==> src/logic/spi_cmd_pkg.sv <==
package spi_cmd_pkg;

  localparam int CMD_WIDTH   = 12;
  localparam int READ_WIDTH  = 8;
  localparam int ADDR_BITS   = 4;   // Flag plus 3-bit address.
  localparam int SCLK_HALF   = 4;
  localparam int READ_GAP    = 100;
  localparam int BIT_CNT_W   = 4;
  localparam int WR_FLAG_BIT = CMD_WIDTH - 1;

  // Divider runs over one full sclk period.
  localparam int DIV_CNT_W = $clog2(2 * SCLK_HALF);
  localparam int GAP_CNT_W = $clog2(READ_GAP);

  localparam logic [BIT_CNT_W-1:0] TX_LEN_WR   = BIT_CNT_W'(CMD_WIDTH);
  localparam logic [BIT_CNT_W-1:0] TX_LEN_RD   = BIT_CNT_W'(ADDR_BITS);
  localparam logic [BIT_CNT_W-1:0] RX_LAST_BIT = BIT_CNT_W'(READ_WIDTH - 1);

  localparam logic [DIV_CNT_W-1:0] DIV_RISE = DIV_CNT_W'(SCLK_HALF - 1);     // Last low cycle.
  localparam logic [DIV_CNT_W-1:0] DIV_LAST = DIV_CNT_W'(2 * SCLK_HALF - 1); // Last high cycle.

  localparam logic [GAP_CNT_W-1:0] GAP_LAST = GAP_CNT_W'(READ_GAP - 1);

  typedef enum logic [2:0] {
    IDLE,
    TX,
    GAP,
    RX,
    DONE
  } spi_phase_t;

endpackage

==> src/logic/spi_cmd_decode.sv <==
module spi_cmd_decode (
  input  logic                              clk,
  input  logic                              rst_n,
  input  logic [spi_cmd_pkg::CMD_WIDTH-1:0] cmd_in,
  input  logic                              cmd_vld,
  input  logic                              frame_done,
  output logic                              cmd_rdy,
  output logic                              start,
  output logic [spi_cmd_pkg::CMD_WIDTH-1:0] tx_word,
  output logic [spi_cmd_pkg::BIT_CNT_W-1:0] tx_len,
  output logic                              do_read
);

  logic accept;

  assign accept = cmd_vld && cmd_rdy;

  // cmd_rdy doubles as the idle flag of the whole sequencer.
  always_ff @(posedge clk or negedge rst_n)
  begin
    if (!rst_n)
    begin
      cmd_rdy <= 1'b1;
    end
    else if (accept)
    begin
      cmd_rdy <= 1'b0;
    end
    else if (frame_done)
    begin
      cmd_rdy <= 1'b1;                // Ready again after the last cs rise.
    end
  end

  always_ff @(posedge clk or negedge rst_n)
  begin
    if (!rst_n)
    begin
      start <= 1'b0;
    end
    else
    begin
      start <= accept;                // One cycle after acceptance.
    end
  end

  // Held for the whole frame, already MSB aligned.
  always_ff @(posedge clk)
  begin
    if (accept)
    begin
      tx_word <= cmd_in;
    end
  end

  assign do_read = !tx_word[spi_cmd_pkg::WR_FLAG_BIT];

  always_comb
  begin
    if (do_read)
    begin
      tx_len = spi_cmd_pkg::TX_LEN_RD;  // Only flag and address go out.
    end
    else
    begin
      tx_len = spi_cmd_pkg::TX_LEN_WR;
    end
  end

endmodule

==> src/logic/spi_cmd_master.sv <==
module spi_cmd_master (
  input  logic                               clk,
  input  logic                               rst_n,
  input  logic [spi_cmd_pkg::CMD_WIDTH-1:0]  cmd_in,
  input  logic                               cmd_vld,
  output logic                               cmd_rdy,
  output logic                               sclk,
  output logic                               cs,
  output logic                               mosi,
  input  logic                               miso,
  output logic                               read_vld,
  output logic [spi_cmd_pkg::READ_WIDTH-1:0] read_data
);

  logic                              start;
  logic [spi_cmd_pkg::CMD_WIDTH-1:0] tx_word;
  logic [spi_cmd_pkg::BIT_CNT_W-1:0] tx_len;
  logic                              do_read;
  logic                              frame_done;
  logic                              rx_sample;
  logic                              rx_last;

  spi_cmd_decode u_decode (
    .clk        (clk),
    .rst_n      (rst_n),
    .cmd_in     (cmd_in),
    .cmd_vld    (cmd_vld),
    .frame_done (frame_done),
    .cmd_rdy    (cmd_rdy),
    .start      (start),
    .tx_word    (tx_word),
    .tx_len     (tx_len),
    .do_read    (do_read)
  );

  spi_engine u_engine (
    .clk        (clk),
    .rst_n      (rst_n),
    .start      (start),
    .tx_word    (tx_word),
    .tx_len     (tx_len),
    .do_read    (do_read),
    .sclk       (sclk),
    .cs         (cs),
    .mosi       (mosi),
    .rx_sample  (rx_sample),
    .rx_last    (rx_last),
    .frame_done (frame_done)
  );

  // Samples miso at the engine's rising sclk points.
  spi_read_capture u_capture (
    .clk        (clk),
    .rst_n      (rst_n),
    .miso       (miso),
    .rx_sample  (rx_sample),
    .rx_last    (rx_last),
    .read_vld   (read_vld),
    .read_data  (read_data)
  );

endmodule

==> src/logic/spi_engine.sv <==
module spi_engine (
  input  logic                              clk,
  input  logic                              rst_n,
  input  logic                              start,
  input  logic [spi_cmd_pkg::CMD_WIDTH-1:0] tx_word,
  input  logic [spi_cmd_pkg::BIT_CNT_W-1:0] tx_len,
  input  logic                              do_read,
  output logic                              sclk,
  output logic                              cs,
  output logic                              mosi,
  output logic                              rx_sample,
  output logic                              rx_last,
  output logic                              frame_done
);

  spi_cmd_pkg::spi_phase_t state;
  spi_cmd_pkg::spi_phase_t state_nxt;

  logic [spi_cmd_pkg::DIV_CNT_W-1:0] div_cnt;
  logic [spi_cmd_pkg::BIT_CNT_W-1:0] bit_cnt;
  logic [spi_cmd_pkg::GAP_CNT_W-1:0] gap_cnt;
  logic [spi_cmd_pkg::CMD_WIDTH-1:0] tx_shift;

  logic active;
  logic sclk_rise;
  logic bit_end;
  logic tx_done;
  logic gap_done;
  logic rx_done;

  assign active    = (state == spi_cmd_pkg::TX) || (state == spi_cmd_pkg::RX);
  assign sclk_rise = active && (div_cnt == spi_cmd_pkg::DIV_RISE);
  assign bit_end   = active && (div_cnt == spi_cmd_pkg::DIV_LAST);

  assign tx_done  = (state == spi_cmd_pkg::TX) && bit_end && (bit_cnt == tx_len - 1'b1);
  assign rx_done  = (state == spi_cmd_pkg::RX) && bit_end &&
                    (bit_cnt == spi_cmd_pkg::RX_LAST_BIT);
  assign gap_done = (state == spi_cmd_pkg::GAP) && (gap_cnt == spi_cmd_pkg::GAP_LAST);

  always_comb
  begin
    state_nxt = state;
    case (state)
      spi_cmd_pkg::IDLE:
      begin
        if (start)
        begin
          state_nxt = spi_cmd_pkg::TX;
        end
      end
      spi_cmd_pkg::TX:
      begin
        if (tx_done && do_read)
        begin
          state_nxt = spi_cmd_pkg::GAP;
        end
        else if (tx_done)
        begin
          state_nxt = spi_cmd_pkg::DONE;
        end
      end
      spi_cmd_pkg::GAP:
      begin
        if (gap_done)
        begin
          state_nxt = spi_cmd_pkg::RX;
        end
      end
      spi_cmd_pkg::RX:
      begin
        if (rx_done)
        begin
          state_nxt = spi_cmd_pkg::DONE;
        end
      end
      spi_cmd_pkg::DONE:
      begin
        state_nxt = spi_cmd_pkg::IDLE;  // Single cycle for frame_done.
      end
      default:
      begin
        state_nxt = spi_cmd_pkg::IDLE;
      end
    endcase
  end

  always_ff @(posedge clk or negedge rst_n)
  begin
    if (!rst_n)
    begin
      state <= spi_cmd_pkg::IDLE;
    end
    else
    begin
      state <= state_nxt;
    end
  end

  // Divider and bit counter only run while cs is low.
  always_ff @(posedge clk or negedge rst_n)
  begin
    if (!rst_n)
    begin
      div_cnt <= '0;
      bit_cnt <= '0;
    end
    else if (!active)
    begin
      div_cnt <= '0;
      bit_cnt <= '0;
    end
    else if (bit_end)
    begin
      div_cnt <= '0;
      bit_cnt <= bit_cnt + 1'b1;
    end
    else
    begin
      div_cnt <= div_cnt + 1'b1;
    end
  end

  always_ff @(posedge clk or negedge rst_n)
  begin
    if (!rst_n)
    begin
      gap_cnt <= '0;
    end
    else if (state == spi_cmd_pkg::GAP)
    begin
      gap_cnt <= gap_cnt + 1'b1;
    end
    else
    begin
      gap_cnt <= '0;
    end
  end

  always_ff @(posedge clk or negedge rst_n)
  begin
    if (!rst_n)
    begin
      sclk <= 1'b0;
    end
    else if (sclk_rise)
    begin
      sclk <= 1'b1;
    end
    else if (bit_end || !active)
    begin
      sclk <= 1'b0;                   // Falling edge closes the bit.
    end
  end

  always_ff @(posedge clk or negedge rst_n)
  begin
    if (!rst_n)
    begin
      cs <= 1'b1;
    end
    else
    begin
      cs <= !((state_nxt == spi_cmd_pkg::TX) || (state_nxt == spi_cmd_pkg::RX));
    end
  end

  // Cleared after the last bit so mosi stays low through gap and receive.
  always_ff @(posedge clk or negedge rst_n)
  begin
    if (!rst_n)
    begin
      tx_shift <= '0;
    end
    else if ((state == spi_cmd_pkg::IDLE) && start)
    begin
      tx_shift <= tx_word;
    end
    else if (tx_done)
    begin
      tx_shift <= '0;
    end
    else if ((state == spi_cmd_pkg::TX) && bit_end)
    begin
      tx_shift <= tx_shift << 1;      // Next bit with the falling edge.
    end
  end

  assign mosi = tx_shift[spi_cmd_pkg::CMD_WIDTH-1];

  assign rx_sample  = (state == spi_cmd_pkg::RX) && sclk_rise;
  assign rx_last    = rx_sample && (bit_cnt == spi_cmd_pkg::RX_LAST_BIT);
  assign frame_done = (state == spi_cmd_pkg::DONE);

endmodule

==> src/logic/spi_read_capture.sv <==
module spi_read_capture (
  input  logic                               clk,
  input  logic                               rst_n,
  input  logic                               miso,
  input  logic                               rx_sample,
  input  logic                               rx_last,
  output logic                               read_vld,
  output logic [spi_cmd_pkg::READ_WIDTH-1:0] read_data
);

  // The final bit comes straight from miso, so one bit less is stored.
  logic [spi_cmd_pkg::READ_WIDTH-2:0] rx_shift;

  always_ff @(posedge clk)
  begin
    if (rx_sample)
    begin
      rx_shift <= {rx_shift[spi_cmd_pkg::READ_WIDTH-3:0], miso};  // MSB first.
    end
  end

  always_ff @(posedge clk or negedge rst_n)
  begin
    if (!rst_n)
    begin
      read_data <= '0;
    end
    else if (rx_last)
    begin
      read_data <= {rx_shift, miso};
    end
  end

  always_ff @(posedge clk or negedge rst_n)
  begin
    if (!rst_n)
    begin
      read_vld <= 1'b0;
    end
    else
    begin
      read_vld <= rx_last;            // Lines up with the new read_data.
    end
  end

endmodule

==> config.mk <==
export PLATFORM = sky130hd
export DESIGN_NAME = spi_cmd_master
export DESIGN_NICKNAME = d
export VERILOG_FILES = /design/src/logic/spi_cmd_pkg.sv /design/src/logic/spi_cmd_decode.sv /design/src/logic/spi_cmd_master.sv /design/src/logic/spi_engine.sv /design/src/logic/spi_read_capture.sv
export SDC_FILE = /design/constraint.sdc
export NUM_CORES = 1
export LEC_CHECK = 0
export ABC_AREA = 0
export BUFFER_PORTS_ARGS = -buffer_cell sky130_fd_sc_hd__buf_2
export CAP_MARGIN = 20
export CORE_MARGIN = 1.5
export CORE_UTILIZATION = 30
export CTS_CLUSTER_SIZE = 24
export DETAILED_ROUTE_END_ITERATION = 12
export PLACE_DENSITY_LB_ADDON = 0.1
export REMOVE_ABC_BUFFERS = 1
export SYNTH_ARGS = -nofsm -noshare
export SYNTH_HDL_FRONTEND = slang
export SYNTH_SLANG_ARGS = --single-unit
export TNS_END_PERCENT = 30
==> constraint.sdc <==
create_clock -name clk -period 3.9 [get_ports clk]
set_input_delay 0.78 -clock clk [delete_from_list [all_inputs] [get_ports clk]]
set_output_delay 0.78 -clock clk [all_outputs]
set_load 0.03 [all_outputs]
==> results of run 1 <==
-- through the flow --
step	total power (uW)	setup slack [ps]	hold slack, ps	instances
2_1_floorplan	1050	2050	415	189
3_3_place_gp	1150	1810	428	322
3_5_place_dp	1150	1740	431	322
4_1_cts	1770	1750	444	338
5_1_grt	1850	1590	314	339
6_report	1740	1800	318	339
-- worst min-delay path by stage --
stage / from / to / slack, ps / depth (start not counted)
floorplan: u_engine.div_cnt[0] / u_engine.div_cnt[0] / 410 / 1
global placement: u_engine.div_cnt[0] / u_engine.div_cnt[0] / 430 / 1
detailed placement: u_capture.rx_shift[0] / u_capture.rx_shift[1] / 430 / 0
CTS: u_capture.rx_shift[1] / u_capture.rx_shift[2] / 440 / 0
global route: rst_n / u_capture.read_vld / 310 / 1
finish: rst_n / u_capture.read_vld / 320 / 1
-- cells in the final DEF, fill, tap and decap left out, types with 3 or more instances in the layout --
cell type,count
xnor2_1,3
buf_2,28
edfxtp_1,19
a21oi_1,4
or3_1,3
o211ai_1,11
nand3_1,5
nor2_1,23
nand2_1,14
a31oi_1,12
ha_1,5
dfrtp_1,40
xor2_1,4
o21ai_0,4
clkinv_2,3
mux2_2,8
inv_1,6
clkbuf_8,9
-- layer usage --
layer | vias to the layer above | global-route usage [%] | part of all wire (%)
li1 | 782 | - | -
met5 | - | 0 | 0
met3 | 7 | 3.62 | 3.8
met2 | 30 | 15.7 | 43
met4 | 0 | 4.85 | 1.5
met1 | 744 | 16.0 | 52
-- kinds of logic (layout without fill, tap and decap cells) --
family / count (synthesis) / in the layout / share of synthesized area (%)
flip-flops: 61 / 61 / 64.3
adder cells (fa/ha/maj): 5 / 5 / 2.48
AND/OR/NAND/NOR: 64 / 64 / 13.2
multiplexers: 9 / 9 / 3.96
AO/OA/AOI/OAI: 37 / 37 / 9.60
buffers and inverters: 20 / 51 / 4.06
XOR/XNOR: 7 / 7 / 2.43
-- final cells by class --
cell class                      instances  area, sq um  share of cell area (%)
Sequential cell                        61         1620                    55.0
Multi-Input combinational cell        122          801                    27.1
Timing Repair Buffer                   29          160                    5.42
Tap cell                              105          131                    4.45
Clock buffer                            9          124                    4.19
Clock inverter                          7         90.1                    3.05
Inverter                                6         22.5                   0.763
-- sequential cells by signal, indices dropped and copies added, names as in the netlist, 3 cells and up --
name and count:
u_decode.tx_word 12, u_engine.tx_shift 12, u_capture.read_data 8, u_capture.rx_shift 7, u_engine.gap_cnt 7, u_engine.bit_cnt 4
u_engine.div_cnt 3, u_engine.state 3
-- worst register-to-register path, stage by stage (launching register included) --
cell	delay, ps
dfrtp_1	350
ha_1	180
ha_1	170
and4b_1	420
and3_1	480
mux2_2	390
-- power by group through the flow --
| stage | registers (uW) | clock network (uW) | logic [uW] |
|---|---|---|---|
| after global routing | 843 | 654 | 350 |
| after floorplan | 851 | 0 | 201 |
| after detailed placement | 839 | 0 | 309 |
| after global placement | 841 | 0 | 308 |
| final | 828 | 604 | 307 |
| after CTS | 828 | 632 | 309 |
==> impl_metrics.ini, run 1 <==
[run_status]
outcome = completed

[timing]
fmaxAchievable_mhz = 476
hold_viol = 0
period_minus_slack_ps = 2100
finalSetupViolCount = 0
fin_tns_setup_ps = 0
tightest_slew_ps = 904
fin_crit_sh_pct = 53.9
clock_skew_ps = 6.95
slew_violations = 0
rsz0062_at_grt = false
relSlewSlack_pct = 39.5

[logic_synthesis]
postSynthRegisterBits = 61
synth_top_area_cell = dfrtp_1
synthFlopType = dfrtp_1
synthTopCellsByArea = dfrtp_1, edfxtp_1, mux2_2
ys_types = 40
synth_top_cell_area_share_pct = 39.6
synth_area_sq_mm = 0.00253
ys_seq_area_share_pct = 64.3
synth_cells = 203
yosysWarnings = 0
synthArstFlopShare_pct = 68.9
synth_commonest_cells = dfrtp_1, nor2_1, edfxtp_1
synth_edf_count = 19
syn_avg_cell_area_sq_um = 12.5
yosys.cell_count.top_type = dfrtp_1

[grt]
grtUsageTotal_pct = 11.3
antenna_found_initial = 0
grt_pass1_wl_um = 7660
grt_max_degree = 43
grt.overflow.total = 0
grt_pass1_vias = 1504

[clock_network]
htreeDepth = 3
cts.sinks = 61
clk_path_buf_depth = 2
cts_resized = 0
clkTransAtPathRegs_ps = 70
clk-insertion-delay-late_ps = 330
cts_made_buffers = 9
cts_tree = done
cts_hold_buf = 0
postCtsSetupBuffers = 0
root_buffer = clkbuf_8

[critical_path]
r2r_slack_ps = 1800
end_kind = flop
critPathSlowestCell = and3_1
slowest_delay_ps = 480
crit_chain = ha_1 > ha_1 > and4b_1 > and3_1 > mux2_2
crit_start = u_engine.div_cnt[0]
path_class = reg -> reg
critPathRequiredTime_ps = 4120
cp_max_fo = 9
r2r_end = u_capture.read_data[0]
timing.rr.start = u_engine.div_cnt[0]
timing.critical_path.mode_cell = ha_1
crit_arrival_ps = 2320
cp_num_buf_inv = 0
r2r_cells = 5
critical_path.top_delay_family = simple AND/OR/NAND/NOR gates
worstSetupStartpointType = flop
crit_end = u_capture.read_data[0]
cp.depth = 5

[drt]
drc = 0
routed_wl_um = 4520
vias = 1563
dr.pass1.iters = 4
viasPerCell = 4.61
wl_per_cell_um = 13.3
ant_nets = 0
drt_iter0_drc = 50

[layout]
fin_nets = 250
final_util_pct = 36.1
antenna_cells = 0
stdcell_area_sq_mm = 0.00295
drive_gt1_share_pct = 24.8
fillers = 804
area_delta_synth_final_pct = 16.8

[floorplan]
core_sq_mm = 0.00818
initial_core_util_pct = 30.9
io_pins = 29
die_y_um = 94.8
dieArea_sq_mm = 0.00898
row_count = 33
die_width_um = 94.8

[place]
dp_hpwl_um = 2850
dpl_cell_area_sq_mm = 0.00272
port_buffers = 28
place_congestion = 0.707

[job]
drv_cap = 0

[pwr]
clkPwrFrac_pct = 34.7
internal-power_uw = 1240
power.share.sequential_pct = 47.6
leakage_uw = 0.00126
cellPowerDensity_mw_per_mm2 = 589
power.switching_uw = 499
combinationalPowerShare_pct = 17.6
max-vdd-ir-drop_v = 0.000206
swShare_pct = 28.7

[min_path]
hold_path.class = in -> async
No activity file was read; power rests on OpenSTA's default activity.
==> inputs of run 2 (changes only) <==
- ABC_AREA: 0 -> 1
- clock period: 3.9 -> 1.68 ns (I/O delays scaled with it)
==> impl_metrics.ini, run 2 <==
[drt]
routed_wl_um = 4990
drc = 0
drt_iter0_drc = 83
vias = 1853
ant_nets = 0
dr.pass1.iters = 5
viasPerCell = 4.35
wl_per_cell_um = 11.7

[clock_network]
cts_made_buffers = 9
clk-insertion-delay-late_ps = 340
cts.sinks = 61
cts_tree = done
clkTransAtPathRegs_ps = 70
htreeDepth = 3
clk_path_buf_depth = 2
root_buffer = clkbuf_8

[place]
dpl_cell_area_sq_mm = 0.00293
dp_hpwl_um = 3400
place_inst = 409
port_buffers = 28
place_congestion = 0.793

[timing]
fmaxAchievable_mhz = 666
fin_tns_setup_ps = 0
tightest_slew_ps = 460
fin_crit_sh_pct = 89.4
period_minus_slack_ps = 1500
clock_skew_ps = 7.93
slew_violations = 0
finalSetupViolCount = 0
rsz0062_at_grt = false
relSlewSlack_pct = 69.3
hold_viol = 0

[grt]
grt_max_degree = 36
grt_pass1_wl_um = 8770
grt.overflow.total = 0
grtUsageTotal_pct = 12.8
antenna_found_initial = 0
grt_pass1_vias = 1828

[floorplan]
row_count = 33
die_width_um = 96.3
core_sq_mm = 0.00834
dieArea_sq_mm = 0.00927
initial_core_util_pct = 31.3
io_pins = 29
die_y_um = 96.3

[layout]
antenna_cells = 0
drive_gt1_share_pct = 20.6
stdcell_area_sq_mm = 0.00314
fin_nets = 337
reg.largest.list = u_decode.tx_word (12), u_engine.tx_shift (12), u_capture.read_data (8)
final_common_cell = nand2_1
final_cell_mix = nand2_1, nor2_1, dfrtp_1, inv_1, buf_2
stdcell_count = 426
final_util_pct = 37.7
area_delta_synth_final_pct = 20.3

[critical_path]
r2r_slack_ps = 180
timing.critical_path.mode_cell = nor2_1
r2r_cells = 8
path_class = reg -> reg
timing.rr.start = u_engine.div_cnt[0]
cp_max_fo = 21
r2r_end = u_engine.tx_shift[8]
critPathRequiredTime_ps = 1910
worstSetupStartpointType = flop
end_kind = flop
critPathSlowestCell = dfrtp_1
slowest_delay_ps = 350
critical_path.top_delay_family = simple AND/OR/NAND/NOR gates
cp_num_buf_inv = 1
crit_chain = ha_1 > ha_2 > nand3_2 > nor2_2 > buf_12 > nor2_1 > nor2_1 > nand2_1
crit_arrival_ps = 1730

[logic_synthesis]
yosysWarnings = 0
syn_avg_cell_area_sq_um = 9.50
synth_edf_count = 19
synth_commonest_cells = nand2_1, nor2_1, dfrtp_1
synthFlopType = dfrtp_1
yosys.cell_count.top_type = nand2_1
synth_top_cell_area_share_pct = 38.3
synthArstFlopShare_pct = 68.9
synth_cells = 275
synthTopCellsByArea = dfrtp_1, edfxtp_1, nand2_1
synth_top_area_cell = dfrtp_1
ys_types = 23
ys_seq_area_share_pct = 62.2
postSynthRegisterBits = 61
synth_area_sq_mm = 0.00261

[min_path]
whs_path_depth = 1
worstHoldStart = cmd_in[8]
hold_path.class = in -> reg
hold_path_end = u_decode.tx_word[8]

[pwr]
cellPowerDensity_mw_per_mm2 = 1200
leakage_uw = 0.00154
power_uw = 3760
max-vdd-ir-drop_v = 0.000470

[run_status]
outcome = completed

[job]
drv_cap = 0
==> run 2: cell types whose count changed after synthesis, moves of 7 or more <==
cell,before,now
buf_2,7,0
inv_1,6,28
nand3_1,5,14
nand4_1,1,12
nand2_1,14,72
nor2_1,23,50
mux2_2,8,0
o211ai_1,11,0
a31oi_1,12,0
==> run 2: worst max-delay path by stage <==
stage | startpoint | to | slack (ps) | cells past startpoint
floorplan | u_engine.div_cnt[0] | u_engine.tx_shift[10] | 8 | 7
global placement | u_engine.state[2] | u_capture.rx_shift[1] | 190 | 6
detailed placement | u_engine.div_cnt[0] | u_engine.tx_shift[9] | 170 | 8
CTS | u_engine.div_cnt[0] | u_engine.tx_shift[8] | 130 | 8
global route | u_engine.div_cnt[0] | u_engine.tx_shift[3] | 20 | 8
finish | u_engine.div_cnt[0] | u_engine.tx_shift[8] | 180 | 8
==> run 2: area by class of cell <==
type,instances,area (sq um)
Clock buffer,9,124
Clock inverter,7,76.3
Fill cell,861,5200
Inverter,32,120
Multi-Input combinational cell,176,825
Sequential cell,61,1620
Tap cell,105,131
Timing Repair Buffer,36,240
==> run 2: what timing repair did <==
item,4_1_cts,5_1_grt
buffers inserted,0,0
endpoints found under the hold margin,16,0
setup endpoints to repair,0,1
gates resized for setup,0,1
hold buffers,1,0
==> run 2: per-stage QoR <==
stage | hold WS, ps | setup WS (ps)
final | 168 | 178
after global routing | 148 | 23.7
after CTS | 150 | 135
after detailed placement | 321 | 171
after global placement | 325 | 188
after floorplan | 40.4 | 8.13
==> run 2: routing by layer <==
| layer | vias up | wire [um] | track usage, % |
|---|---|---|---|
| li1 | 963 | - | - |
| met1 | 854 | 2470 | 16.4 |
| met2 | 29 | 2270 | 19.9 |
| met3 | 7 | 186 | 4.11 |
| met4 | 0 | 70 | 5.43 |
| met5 | - | 0 | 0 |
==> run 2: kinds of logic after synthesis <==
group                    count (synthesis)  synth area share (%)
AND/OR/NAND/NOR                        158                  26.5
adder cells (fa/ha/maj)                  5                  2.40
AO/OA/AOI/OAI                           13                  2.59
flip-flops                              61                  62.2
buffers and inverters                   38                  6.32
==> run 2: where the power goes <==
group / internal, uW / total (uW) / switching [uW]
sequential: 1740 / 1860 / 120
combinational: 226 / 585 / 358
clock: 689 / 1320 / 627
